## src/verilog/xbar_pkg.sv

```systemverilog
// Shared bus widths and opcodes for the request concentrator
// Byte addressed, one data word per request, no strobes or bursts
`default_nettype none

package xbar_pkg;

  ////////////////////////////////////////////////////////////
  // Bus widths
  ////////////////////////////////////////////////////////////

  // Byte address
  localparam int unsigned AddrWidth = 32;

  // One full word per transfer
  localparam int unsigned DataWidth = 32;

  ////////////////////////////////////////////////////////////
  // Opcodes
  ////////////////////////////////////////////////////////////

  // Writes answer with zero rdata
  typedef enum logic [0:0] {
    OP_READ  = 1'b0,
    OP_WRITE = 1'b1
  } mem_op_e;

endpackage

`default_nettype wire
```

## src/verilog/mem_req_if.sv

```systemverilog
// Single channel request/response bus, valid/ready on each direction
// Responses may return out of order and are matched by ID only
`timescale 1ns/1ps
`default_nettype none

interface mem_req_if import xbar_pkg::*; #(
  parameter int unsigned IdWidth = 4
) ();

  // Request channel
  logic                 req_valid;
  logic                 req_ready;
  logic [AddrWidth-1:0] req_addr;
  mem_op_e              req_op;
  logic [DataWidth-1:0] req_wdata;
  logic [IdWidth-1:0]   req_id;

  // Response channel
  logic                 rsp_valid;
  logic                 rsp_ready;
  logic [DataWidth-1:0] rsp_rdata;
  logic [IdWidth-1:0]   rsp_id;

  // Requester side
  modport master (
    output req_valid, req_addr, req_op, req_wdata, req_id, rsp_ready,
    input  req_ready, rsp_valid, rsp_rdata, rsp_id
  );

  // Completer side
  modport slave (
    input  req_valid, req_addr, req_op, req_wdata, req_id, rsp_ready,
    output req_ready, rsp_valid, rsp_rdata, rsp_id
  );

endinterface

`default_nettype wire

```

## src/verilog/id_remap.sv

```systemverilog
// Narrows wide IDs to table indices, MaxUniqIds must be 2 or more
// Response IDs must name a live entry, stale indices are not checked
`timescale 1ns/1ps
`default_nettype none

module id_remap import xbar_pkg::*; #(
  parameter int unsigned MuxIdWidth   = 4,
  parameter int unsigned MaxUniqIds   = 4,
  parameter int unsigned MaxTxnsPerId = 2,
  localparam int unsigned OutIdWidth  = $clog2(MaxUniqIds)
) (
  input  logic                  clk_i,
  input  logic                  reset_i,
  mem_req_if.slave              in_i,
  output logic                  ext_req_valid_o,
  input  logic                  ext_req_ready_i,
  output logic [AddrWidth-1:0]  ext_req_addr_o,
  output mem_op_e               ext_req_op_o,
  output logic [DataWidth-1:0]  ext_req_wdata_o,
  output logic [OutIdWidth-1:0] ext_req_id_o,
  input  logic                  ext_rsp_valid_i,
  output logic                  ext_rsp_ready_o,
  input  logic [DataWidth-1:0]  ext_rsp_rdata_i,
  input  logic [OutIdWidth-1:0] ext_rsp_id_i
);

  localparam int unsigned CntWidth = $clog2(MaxTxnsPerId + 1);

  // Wide ID per entry, entry is live while its count is nonzero
  logic [MuxIdWidth-1:0]   tbl_id_q  [MaxUniqIds];
  logic [CntWidth-1:0]     tbl_cnt_q [MaxUniqIds];

  logic                    match_hit;
  logic [OutIdWidth-1:0]   match_idx;
  logic                    match_full;
  logic                    free_found;
  logic [OutIdWidth-1:0]   free_idx;
  logic                    hold_q;
  logic [OutIdWidth-1:0]   hold_idx_q;
  logic                    alloc_ok;
  logic [OutIdWidth-1:0]   sel_idx;
  logic                    req_fire;
  logic                    rsp_fire;
  logic [MaxUniqIds-1:0]   alloc_hit;
  logic [MaxUniqIds-1:0]   release_hit;

  ////////////////////////////////////////////////////////////
  // Lookup
  ////////////////////////////////////////////////////////////

  always_comb begin
    match_hit  = 1'b0;
    match_idx  = '0;
    free_found = 1'b0;
    free_idx   = '0;
    for (int i = 0; i < MaxUniqIds; i++) begin
      if (!match_hit && tbl_cnt_q[i] != '0 && tbl_id_q[i] == in_i.req_id) begin
        match_hit = 1'b1;
        match_idx = OutIdWidth'(i);
      end
      if (!free_found && tbl_cnt_q[i] == '0) begin
        free_found = 1'b1;
        free_idx   = OutIdWidth'(i);
      end
    end
  end

  assign match_full = (tbl_cnt_q[match_idx] == CntWidth'(MaxTxnsPerId));

  // A stalled request keeps its index so ext_req_id stays stable
  assign alloc_ok = hold_q || (match_hit ? !match_full : free_found);
  assign sel_idx  = hold_q ? hold_idx_q : (match_hit ? match_idx : free_idx);

  assign ext_req_valid_o = in_i.req_valid && alloc_ok;
  assign in_i.req_ready  = ext_req_ready_i && alloc_ok;
  assign ext_req_addr_o  = in_i.req_addr;
  assign ext_req_op_o    = in_i.req_op;
  assign ext_req_wdata_o = in_i.req_wdata;
  assign ext_req_id_o    = sel_idx;

  assign req_fire = ext_req_valid_o && ext_req_ready_i;
  assign rsp_fire = ext_rsp_valid_i && ext_rsp_ready_o;

  always_ff @(posedge clk_i) begin
    if (reset_i) begin
      hold_q     <= 1'b0;
      hold_idx_q <= '0;
    end else begin
      hold_q     <= ext_req_valid_o && !ext_req_ready_i;
      hold_idx_q <= sel_idx;
    end
  end

  ////////////////////////////////////////////////////////////
  // Table update
  ////////////////////////////////////////////////////////////

  for (genvar g = 0; g < MaxUniqIds; g++) begin : gen_entry
    assign alloc_hit[g]   = req_fire && (sel_idx == OutIdWidth'(g));
    assign release_hit[g] = rsp_fire && (ext_rsp_id_i == OutIdWidth'(g));
  end

  always_ff @(posedge clk_i) begin
    if (reset_i) begin
      for (int i = 0; i < MaxUniqIds; i++) begin
        tbl_cnt_q[i] <= '0;
      end
    end else begin
      for (int i = 0; i < MaxUniqIds; i++) begin
        if (alloc_hit[i] && !release_hit[i]) begin
          tbl_cnt_q[i] <= tbl_cnt_q[i] + 1'b1;
        end else if (release_hit[i] && !alloc_hit[i]) begin
          tbl_cnt_q[i] <= tbl_cnt_q[i] - 1'b1;
        end
      end
    end
  end

  always_ff @(posedge clk_i) begin
    for (int i = 0; i < MaxUniqIds; i++) begin
      if (alloc_hit[i]) begin
        tbl_id_q[i] <= in_i.req_id;
      end
    end
  end

  // Restore wide ID on the way back
  assign in_i.rsp_valid  = ext_rsp_valid_i;
  assign in_i.rsp_rdata  = ext_rsp_rdata_i;
  assign in_i.rsp_id     = tbl_id_q[ext_rsp_id_i];
  assign ext_rsp_ready_o = in_i.rsp_ready;

endmodule

`default_nettype wire

```

## src/verilog/port_concentrator_top.sv

```systemverilog
// Merges NumPorts requesters onto one memory port with narrowed IDs
// NumPorts and MaxUniqIds must both be 2 or more
`timescale 1ns/1ps
`default_nettype none

module port_concentrator_top import xbar_pkg::*; #(
  parameter int unsigned NumPorts     = 4,
  parameter int unsigned InIdWidth    = 2,
  parameter int unsigned MaxUniqIds   = 4,
  parameter int unsigned MaxTxnsPerId = 2,
  localparam int unsigned OutIdWidth  = $clog2(MaxUniqIds)
) (
  input  logic                                 clk_i,
  input  logic                                 reset_i,
  // Requester ports
  input  logic    [NumPorts-1:0]               port_req_valid_i,
  output logic    [NumPorts-1:0]               port_req_ready_o,
  input  logic    [NumPorts-1:0][AddrWidth-1:0] port_req_addr_i,
  input  mem_op_e [NumPorts-1:0]               port_req_op_i,
  input  logic    [NumPorts-1:0][DataWidth-1:0] port_req_wdata_i,
  input  logic    [NumPorts-1:0][InIdWidth-1:0] port_req_id_i,
  output logic    [NumPorts-1:0]               port_rsp_valid_o,
  input  logic    [NumPorts-1:0]               port_rsp_ready_i,
  output logic    [NumPorts-1:0][DataWidth-1:0] port_rsp_rdata_o,
  output logic    [NumPorts-1:0][InIdWidth-1:0] port_rsp_id_o,
  // Memory port
  output logic                                 ext_req_valid_o,
  input  logic                                 ext_req_ready_i,
  output logic    [AddrWidth-1:0]              ext_req_addr_o,
  output mem_op_e                              ext_req_op_o,
  output logic    [DataWidth-1:0]              ext_req_wdata_o,
  output logic    [OutIdWidth-1:0]             ext_req_id_o,
  input  logic                                 ext_rsp_valid_i,
  output logic                                 ext_rsp_ready_o,
  input  logic    [DataWidth-1:0]              ext_rsp_rdata_i,
  input  logic    [OutIdWidth-1:0]             ext_rsp_id_i
);

  // Port index widens the requester ID
  localparam int unsigned MuxIdWidth = InIdWidth + $clog2(NumPorts);

  mem_req_if #(.IdWidth(MuxIdWidth)) mux_if ();

  port_mux #(
    .NumPorts  ( NumPorts  ),
    .InIdWidth ( InIdWidth )
  ) u_port_mux (
    .clk_i            ( clk_i            ),
    .reset_i          ( reset_i          ),
    .port_req_valid_i ( port_req_valid_i ),
    .port_req_ready_o ( port_req_ready_o ),
    .port_req_addr_i  ( port_req_addr_i  ),
    .port_req_op_i    ( port_req_op_i    ),
    .port_req_wdata_i ( port_req_wdata_i ),
    .port_req_id_i    ( port_req_id_i    ),
    .port_rsp_valid_o ( port_rsp_valid_o ),
    .port_rsp_ready_i ( port_rsp_ready_i ),
    .port_rsp_rdata_o ( port_rsp_rdata_o ),
    .port_rsp_id_o    ( port_rsp_id_o    ),
    .mux_o            ( mux_if.master    )
  );

  id_remap #(
    .MuxIdWidth   ( MuxIdWidth   ),
    .MaxUniqIds   ( MaxUniqIds   ),
    .MaxTxnsPerId ( MaxTxnsPerId )
  ) u_id_remap (
    .clk_i           ( clk_i           ),
    .reset_i         ( reset_i         ),
    .in_i            ( mux_if.slave    ),
    .ext_req_valid_o ( ext_req_valid_o ),
    .ext_req_ready_i ( ext_req_ready_i ),
    .ext_req_addr_o  ( ext_req_addr_o  ),
    .ext_req_op_o    ( ext_req_op_o    ),
    .ext_req_wdata_o ( ext_req_wdata_o ),
    .ext_req_id_o    ( ext_req_id_o    ),
    .ext_rsp_valid_i ( ext_rsp_valid_i ),
    .ext_rsp_ready_o ( ext_rsp_ready_o ),
    .ext_rsp_rdata_i ( ext_rsp_rdata_i ),
    .ext_rsp_id_i    ( ext_rsp_id_i    )
  );

endmodule

`default_nettype wire

```

## src/verilog/port_mux.sv

```systemverilog
// Round-robin merge of NumPorts requesters, NumPorts must be 2 or more
// Requesters must hold valid and payload until accepted
`timescale 1ns/1ps
`default_nettype none

module port_mux import xbar_pkg::*; #(
  parameter int unsigned NumPorts  = 4,
  parameter int unsigned InIdWidth = 2
) (
  input  logic                                 clk_i,
  input  logic                                 reset_i,
  input  logic    [NumPorts-1:0]               port_req_valid_i,
  output logic    [NumPorts-1:0]               port_req_ready_o,
  input  logic    [NumPorts-1:0][AddrWidth-1:0] port_req_addr_i,
  input  mem_op_e [NumPorts-1:0]               port_req_op_i,
  input  logic    [NumPorts-1:0][DataWidth-1:0] port_req_wdata_i,
  input  logic    [NumPorts-1:0][InIdWidth-1:0] port_req_id_i,
  output logic    [NumPorts-1:0]               port_rsp_valid_o,
  input  logic    [NumPorts-1:0]               port_rsp_ready_i,
  output logic    [NumPorts-1:0][DataWidth-1:0] port_rsp_rdata_o,
  output logic    [NumPorts-1:0][InIdWidth-1:0] port_rsp_id_o,
  mem_req_if.master                            mux_o
);

  localparam int unsigned PortIdxWidth = $clog2(NumPorts);
  localparam int unsigned MuxIdWidth   = InIdWidth + PortIdxWidth;
  localparam int unsigned CandWidth    = PortIdxWidth + 1;

  logic [PortIdxWidth-1:0] rr_ptr_q;
  logic                    locked_q;
  logic [PortIdxWidth-1:0] lock_idx_q;
  logic                    gnt_valid;
  logic [PortIdxWidth-1:0] gnt_idx;
  logic                    req_fire;
  logic [PortIdxWidth-1:0] rsp_port;

  ////////////////////////////////////////////////////////////
  // Arbitration
  ////////////////////////////////////////////////////////////

  // First valid port at or after the pointer, unless a grant is held
  always_comb begin
    logic [CandWidth-1:0] cand;
    gnt_valid = 1'b0;
    gnt_idx   = '0;
    cand      = '0;
    if (locked_q) begin
      gnt_valid = port_req_valid_i[lock_idx_q];
      gnt_idx   = lock_idx_q;
    end else begin
      for (int k = 0; k < NumPorts; k++) begin
        cand = {1'b0, rr_ptr_q} + CandWidth'(k);
        if (cand >= CandWidth'(NumPorts)) begin
          cand = cand - CandWidth'(NumPorts);
        end
        if (!gnt_valid && port_req_valid_i[cand[PortIdxWidth-1:0]]) begin
          gnt_valid = 1'b1;
          gnt_idx   = cand[PortIdxWidth-1:0];
        end
      end
    end
  end

  assign req_fire = gnt_valid && mux_o.req_ready;

  always_ff @(posedge clk_i) begin
    if (reset_i) begin
      rr_ptr_q   <= '0;
      locked_q   <= 1'b0;
      lock_idx_q <= '0;
    end else begin
      // Hold the grant while the downstream stalls
      locked_q   <= gnt_valid && !mux_o.req_ready;
      lock_idx_q <= gnt_idx;
      if (req_fire) begin
        rr_ptr_q <= (gnt_idx == PortIdxWidth'(NumPorts - 1)) ? '0 : gnt_idx + 1'b1;
      end
    end
  end

  // Port index goes into the upper ID bits
  assign mux_o.req_valid = gnt_valid;
  assign mux_o.req_addr  = port_req_addr_i[gnt_idx];
  assign mux_o.req_op    = port_req_op_i[gnt_idx];
  assign mux_o.req_wdata = port_req_wdata_i[gnt_idx];
  assign mux_o.req_id    = {gnt_idx, port_req_id_i[gnt_idx]};

  ////////////////////////////////////////////////////////////
  // Response steering
  ////////////////////////////////////////////////////////////

  assign rsp_port        = mux_o.rsp_id[MuxIdWidth-1 -: PortIdxWidth];
  assign mux_o.rsp_ready = port_rsp_ready_i[rsp_port];

  for (genvar p = 0; p < NumPorts; p++) begin : gen_port
    assign port_req_ready_o[p] = req_fire && (gnt_idx == PortIdxWidth'(p));
    assign port_rsp_valid_o[p] = mux_o.rsp_valid && (rsp_port == PortIdxWidth'(p));
    assign port_rsp_rdata_o[p] = mux_o.rsp_rdata;
    assign port_rsp_id_o[p]    = mux_o.rsp_id[InIdWidth-1:0];
  end

endmodule

`default_nettype wire

```

## config.mk

```make
export PLATFORM = sky130hd
export DESIGN_NAME = port_concentrator_top
export DESIGN_NICKNAME = d
export VERILOG_FILES = /design/src/verilog/xbar_pkg.sv /design/src/verilog/mem_req_if.sv /design/src/verilog/id_remap.sv /design/src/verilog/port_concentrator_top.sv /design/src/verilog/port_mux.sv
export SDC_FILE = /design/constraint.sdc
export NUM_CORES = 1
export LEC_CHECK = 0
export ABC_CLOCK_PERIOD_IN_PS = 13400
export BUFFER_PORTS_ARGS = -buffer_cell sky130_fd_sc_hd__buf_2
export CORE_AREA = 2 2 207 209
export DETAILED_ROUTE_END_ITERATION = 16
export DIE_AREA = 0 0 209 211
export PLACE_DENSITY = 0.4
export RECOVER_POWER = 100
export SETUP_SLACK_MARGIN = 0.15
export SLEW_MARGIN = 20
export SYNTH_ARGS = -nofsm -noshare
export SYNTH_HDL_FRONTEND = slang
export SYNTH_SLANG_ARGS = --single-unit
```

## constraint.sdc

```tcl
create_clock -name clk_i -period 13.4 [get_ports clk_i]
set_input_delay 2.68 -clock clk_i [delete_from_list [all_inputs] [get_ports clk_i]]
set_output_delay 2.68 -clock clk_i [all_outputs]
set_load 0.01 [all_outputs]
```

; After elaboration in Yosys (flattened, before gate mapping)
; Memory sizes are Yosys's and may differ from the RTL's.
; Index checks and enable logic that the tools add are counted.
[classes]
n_eq_ne = 17
mux = 114
n_lt_le_gt_ge = 11
add_sub_neg = 16
n_bitwise = 8
n_reduce_logical = 80
[op_table]
columns = operator, n
row1 = 32-bit binary-select mux with 2-bit select, 2
row2 = 1-bit 2-to-1 mux, 67
row3 = 2-bit 2-to-1 mux, 32
row4 = 32-bit 2-to-1 mux, 2
row5 = 1-bit logical AND, 44
row6 = 2-bit by 3-bit < comparator with 1-bit output (second input constant), 7
row7 = 1-bit zero test, 20
row8 = 2-bit == test (second input constant), 9
row9 = 4-bit == test, 4
row10 = 2-bit zero test, 8
row11 = 2-bit by 1-bit subtractor with 2-bit output (second input constant), 8
row12 = 1-bit binary-select mux with 2-bit select, 7
row13 = 4-bit 2-to-1 mux, 3
row14 = 4-bit OR reduction, 3
row15 = 2-bit by 1-bit adder with 2-bit output (second input constant), 5
row16 = 3-bit >= comparator (second input constant), 3
row17 = 2-bit by 1-bit == test with 1-bit output (second input constant), 4
row18 = 1-bit OR, 8
row19 = 2-bit nonzero test, 4
row20 = 2-bit by 2-bit adder with 3-bit output (second input constant), 2
row21 = 2-bit binary-select mux with 2-bit select, 1
row22 = 2-bit by 1-bit adder with 3-bit output (second input constant), 1
row23 = 2-bit by 3-bit >= comparator with 1-bit output (second input constant), 1
row24 = 1-bit logical OR, 1
[word_totals]
ramBits = 24
word_cells = 253
output_inout_bits = 213
ff_bits = 8
in_bits = 314
n_memories = 2
[mem_list]
columns = memory, depth, word_bits, read_ports, rd_ports_with_merged_regs, write_ports, line_no
row1 = u_id_remap.tbl_id_q, 4, 4, 5, 0, 1, id_remap.sv:30  ; logic [MuxIdWidth-1:0] tbl_id_q [MaxUniqIds];
row2 = u_id_remap.tbl_cnt_q, 4, 2, 5, 0, 4, id_remap.sv:31  ; logic [CntWidth-1:0] tbl_cnt_q [MaxUniqIds];

; Logic depth before layout (Yosys ltp)
; An unclocked memory read counts as a cell.
[logic_depth]
word_depth = 51
ltp_mapped = 16
mapped_depth_nobuf = 13

; Modules after synthesis
; Synthesis repeated with hierarchy kept, for this count alone.
[unflattened]
cells_unflattened = 660
hier_area_um2 = 6098.3
[by_module_without_submodules]
columns = module, seq_area_each_um2, cells_each, area_each_um2, n_inst
row1 = port_mux, 100.1, 410, 3644.7, 1
row2 = id_remap, 780.7, 250, 2453.6, 1

; Least setup slack after synthesis
; No wires, ideal clock.
[synth_timing]
kind = input to output
from = input port port_req_valid_i[2]
to = output port port_req_ready_o[0]
arrival_ns = 5.281
n_path_buf = 0
required_time_ns = 10.720
stages = 10
path_slack_ns = 5.439
cell_sequence = nor2b_2 -> a2111o_1 -> and4_4 -> or3_1 -> a211oi_2 -> o221ai_1 -> nor4_1 -> a221oi_2 -> a2111o_1 -> and3_1
[synth_via]
elab_chain_len = 41
word_cells_on_any_way = 61
classes_between = eq/ne: 5 / mux: 33 / reduce/logical: 22 / memory: 1
[synth_rtl]
columns = element, line_no
row1 = from (decl), port_concentrator_top.sv:16  ; input logic [NumPorts-1:0] port_req_valid_i,
row2 = 1-bit binary-select mux with 2-bit select, port_mux.sv:56  ; if (!gnt_valid && port_req_valid_i[cand[PortIdxWidth-1:0]]) begin
row3 = 1-bit 2-to-1 mux (implied by the code), port_mux.sv:56
row4 = 1-bit 2-to-1 mux, port_mux.sv:56
row5 = 1-bit 2-to-1 mux, port_mux.sv:47  ; if (locked_q) begin
row6 = 1-bit zero test, port_mux.sv:56
row7 = 1-bit logical AND, port_mux.sv:56
row8 = 1-bit 2-to-1 mux, port_mux.sv:56
row9 = 1-bit 2-to-1 mux, port_mux.sv:47
row10 = [... 25 more ...], n/a
row11 = memory read 4 x 2 bit, n/a
row12 = 2-bit == test, id_remap.sv:68  ; assign match_full = (tbl_cnt_q[match_idx] == CntWidth'(MaxTxnsPerId));
row13 = 1-bit zero test, id_remap.sv:71  ; assign alloc_ok = hold_q || (match_hit ? !match_full : free_found);
row14 = 1-bit 2-to-1 mux, id_remap.sv:71
row15 = 1-bit logical OR, id_remap.sv:71
row16 = 1-bit logical AND, id_remap.sv:75  ; assign in_i.req_ready = ext_req_ready_i && alloc_ok;
row17 = 1-bit logical AND, port_mux.sv:64  ; assign req_fire = gnt_valid && mux_o.req_ready;
row18 = 1-bit logical AND (*), port_mux.sv:96  ; assign port_req_ready_o[p] = req_fire && (gnt_idx == PortIdxWidth'(p));
row19 = to (decl), port_concentrator_top.sv:17  ; output logic [NumPorts-1:0] port_req_ready_o,
; Mark *: on every way between the ends. The rest lies on a longest branch, timed or not. The select of a mux whose other input is x is not followed.

; Worst setup path in the final report
; Same ends and word-level chain as after synthesis.

==> impl_summary.log <==
INFO  metric ys_async_sr_fraction = 0%
INFO  metric post_synth_num_cell_types = slightly below 80
INFO  metric cts_resized = 0
INFO  metric whs = 602 ps
INFO  metric synth-compound-area-share = a little under a fifth
INFO  metric drv_slew = between 150 and 200
INFO  metric grt_setup_unrepaired = false
INFO  metric synth.top_cell.area_share = 18.4%
INFO  metric power_switching_share = roughly half
INFO  metric die_width = 209 um
INFO  metric fill_cells = slightly below 5,000
INFO  metric power_per_cell_area = around 130 mW/mm^2
INFO  metric floorplan.initialDensity = between 10% and 20%
INFO  metric power.share.sequential = 17.2%
INFO  metric final_std_cells_w_o_fill = roughly 1,600
INFO  metric power.share.combinational = around 68%
INFO  metric finalHoldViolations = 0
INFO  metric worstSetupEndpointType = primary output
INFO  metric clkLatencyLatePin = 280 ps
INFO  metric ys_seq_elements = 32
INFO  metric p_switching = ~0.00046 W
INFO  metric first_global_vias = ~6,600
INFO  metric htree_levels = 2
INFO  metric via_count_of_the_routed_design = ~6,600
INFO  metric worst_path_max_delay_cell = sky130_fd_sc_hd__clkinvlp_2
INFO  metric postSynthNetCount = between 1,000 and 1,500
INFO  metric multi_input_area = 0.00343 sq mm
INFO  metric yosysWarnings = 0
INFO  metric netlist_top_cells_area = sky130_fd_sc_hd__nand2_1 (18%), sky130_fd_sc_hd__buf_4 (18%), sky130_fd_sc_hd__edfxtp_1 (13%)
INFO  metric ys_seq_area_share = between 15 and 20%
INFO  metric vias_per_cell = 4.16
INFO  metric synth_fa_ha_area_share = 1.10%
INFO  metric result_of_the_run = complete, but fails checks
INFO  metric wire_length_of_the_first_global_routing_pass = 37.1 mm
INFO  metric criticalPathCategory = primary input to primary output
INFO  metric yosys-mux-area-fraction = under 10%
INFO  metric post_drt_wl_per_cell = about 16 um
INFO  metric synth-simple-area-share = 37.2%
INFO  metric power_leakage = between 3 and 4 nW
INFO  metric clock_tree.root_cell = sky130_fd_sc_hd__clkbuf_16
INFO  metric setup.worst_path.start_class = primary input
INFO  metric number_of_drc_markers_in_iteration_0 = 430
INFO  metric ant_nets = 0
INFO  metric syn-cell-area = approximately 0.0057 sq mm
INFO  metric tightest_slew = approximately 1900 ps
INFO  metric maxSlewHeadroom = -30.6%
INFO  metric first_pass_iters = 5
INFO  metric row_count = 75
INFO  metric post_synth_xor_area_fraction = less than 1%
INFO  metric worst_ep_required_time = ~11,000 ps
INFO  metric cts.hold.buffers_added = 0
INFO  metric holdPathStages = 2
INFO  metric critical_path_s_top_delay_family = buffers and inverters
INFO  metric antenna_found_initial = 0
INFO  metric numCtsBuffers = 5
INFO  metric grt.overflow.total = 0
INFO  metric post-cts-setup-buffer-count = 0
INFO  metric power = roughly 0.00091 W
INFO  metric detailed_place.area = roughly 0.007 sq mm
INFO  metric synth_enable_flop_cells = 24
INFO  metric layout-drive-gt1-share = a little under a third
INFO  metric p_int = roughly 0.00045 W
INFO  metric postLayoutCellArea = about 0.0070 sq mm
INFO  metric cts_tree = built
INFO  metric critical_path_cell_count = 14
INFO  metric remaining_drc_errors = 0
INFO  metric cp_data_arrival_time = between 7000 and 8000 ps
INFO  metric report.final.setup_viol = 0
INFO  metric min-delay-path-class = register to register
INFO  metric core-area = 0.0418 sq mm
INFO  metric place.port_buffers = 366
INFO  metric design.final.nets = between 1,000 and 1,500
INFO  metric synth_top_family_by_area = simple AND/OR/NAND/NOR gates
INFO  metric area_of_the_die = about 0.044 sq mm
INFO  metric fin_skew = approximately 5.4 ps
INFO  metric timing.critical_path.cells = clkbuf_1 -> a21boi_0 -> a211oi_1 -> o221a_1 -> nor2_4 -> buf_4 -> clkinvlp_2 -> nor3_1 -> o221ai_1 -> or2_0 -> a31o_2 -> a2111o_1 -> and3_1 -> clkbuf_1
INFO  metric routed_wirelength = about 25 mm
INFO  metric max_freq = 94.2 MHz
INFO  metric clkSlewWorstSetupHoldPaths = 50 ps
INFO  metric io-pin-count = ~530
INFO  metric final.min_clock_period = between 10,000 and 15,000 ps
INFO  metric timing.setup.tns = 0 ps
INFO  metric synthCells = around 860
INFO  metric failed_checks = max-capacitance violations, max-slew violations
INFO  metric power_share_of_the_clock_group = between 10 and 15%
INFO  metric placed_cells = ~1,600
INFO  metric path_max_fanout = 53
INFO  metric routabilityCongestion = 0.828
INFO  metric layout-area-overhead-vs-synth = 23.4%
INFO  metric layout.area.seq = 881 sq um
INFO  metric timing.final.crit_share = between 70 and 80%
INFO  metric grt_start_max_net_pins = slightly below 90
INFO  metric dpl.hpwl = just over 20 mm
INFO  metric tritoncts_num_sinks = 32
INFO  metric vdd_ir_drop_max = 0.0000430 V
INFO  metric layout_common_cells = sky130_fd_sc_hd__buf_2 (282), sky130_fd_sc_hd__nand2_1 (278), sky130_fd_sc_hd__clkbuf_1 (85), sky130_fd_sc_hd__and3_1 (72), sky130_fd_sc_hd__a31oi_1 (67)
INFO  metric timing.critical_path.buf_inv = 4
INFO  metric die-height = around 210 um
INFO  metric global_route.usage.total = 10.5%
INFO  metric layout_commonest_cell = sky130_fd_sc_hd__buf_2
INFO  metric netlist.top_cell.by_area = sky130_fd_sc_hd__nand2_1
INFO  metric critical-path-max-stage-delay = between 1500 and 2000 ps
INFO  metric commonest_register_cell_after_synthesis = sky130_fd_sc_hd__edfxtp_1
INFO  metric worst_r2r_path_depth = 13
INFO  metric critical_path.most_common_cell = sky130_fd_sc_hd__clkbuf_1
INFO  metric max-cap-violations = 5
INFO  metric clockBufferDepth = 2
INFO  metric synth.avg_cell_area = between 6 and 7 sq um
## stage by stage
stage	util [%]	setup slack, ps
global placement	16.8	4200
floorplan	-	5440
global route	16.8	2120
CTS	17.2	4180
finish	16.8	2780
detailed placement	16.8	4180
## metal layers
layer | global-route usage (%) | routed length, um
met1 | 13.3 | 10600
met2 | 17.7 | 11700
met3 | 2.71 | 1850
met4 | 3.05 | 597
met5 | 0 | 0
## cell families (layout without fill, tap and decap cells)
| family | count (synthesis) | in the layout |
|---|---|---|
| XOR/XNOR | 5 | 5 |
| other | 0 | 1 |
| buffers and inverters | 205 | 400 |
| multiplexers | 16 | 16 |
| flip-flops | 32 | 32 |
| AND/OR/NAND/NOR | 454 | 454 |
| AO/OA/AOI/OAI | 141 | 141 |
| adder cells (fa/ha/maj) | 5 | 5 |
## worst register-to-register path, stage by stage, from the launching register on
cell and delay, ps:
sky130_fd_sc_hd__dfxtp_1 510, sky130_fd_sc_hd__and3b_1 210, sky130_fd_sc_hd__a211oi_1 80, sky130_fd_sc_hd__o221a_1 390, sky130_fd_sc_hd__nor2_4 150, sky130_fd_sc_hd__buf_4 460, sky130_fd_sc_hd__clkinvlp_2 1530, sky130_fd_sc_hd__nor3_1 610
sky130_fd_sc_hd__o221ai_1 220, sky130_fd_sc_hd__o22ai_1 370, sky130_fd_sc_hd__a221oi_1 160, sky130_fd_sc_hd__a2111oi_0 1550, sky130_fd_sc_hd__nor3_1 510, sky130_fd_sc_hd__mux2_2 420
## synth_stat cells (all sizes together), types with 6 or more instances
cell type and count:
a211oi 10, a21oi 11, a31oi 67, and3 72, buf 138, clkbuf 47
dfxtp 8, edfxtp 24, inv 20, mux4 6, nand2 278, nand2b 6
nand3 6, nor2 35, nor2b 7, nor3 16, o21ai 14
## power groups by stage
stage | clock network, W | logic [W] | registers (W)
floorplan | 0 | 0.000458 | 0.000147
global placement | 0 | 0.000661 | 0.000160
detailed placement | 0 | 0.000657 | 0.000159
CTS | 0.000136 | 0.000661 | 0.000156
global route | 0.000140 | 0.000695 | 0.000160
finish | 0.000133 | 0.000621 | 0.000157
## sequential cells by signal (all words and copies together) (netlist names)
signal                 flops
u_id_remap.tbl_id_q       16
u_id_remap.tbl_cnt_q       8
u_id_remap.hold_idx_q      2
u_port_mux.lock_idx_q      2
u_port_mux.rr_ptr_q        2
u_id_remap.hold_q          1
u_port_mux.locked_q        1
## layout make-up
class                      instances  area share [%]
antenna                            1          0.0358
multi-input combinational        621            49.0
inverter                          20            1.09
timing repair buffer             372            25.2
clock buffer                       5            1.79
sequential                        32            12.6
clock inverter                     3           0.608
tap                              539            9.64
## worst paths after layout
path,endpoint,slack [ps],from
max,port_req_ready_o[0],2780,port_req_valid_i[2]
min reg2reg,u_id_remap.hold_idx_q[0]$_SDFF_PP0_,600,u_id_remap.hold_idx_q[0]$_SDFF_PP0_
max reg2reg,u_id_remap.tbl_cnt_q[0][1]$_SDFFCE_PN0P_,5990,u_port_mux.rr_ptr_q[1]$_SDFFE_PP0P_
min,u_id_remap.hold_idx_q[0]$_SDFF_PP0_,600,u_id_remap.hold_idx_q[0]$_SDFF_PP0_
(Power assumes the default switching activity.)
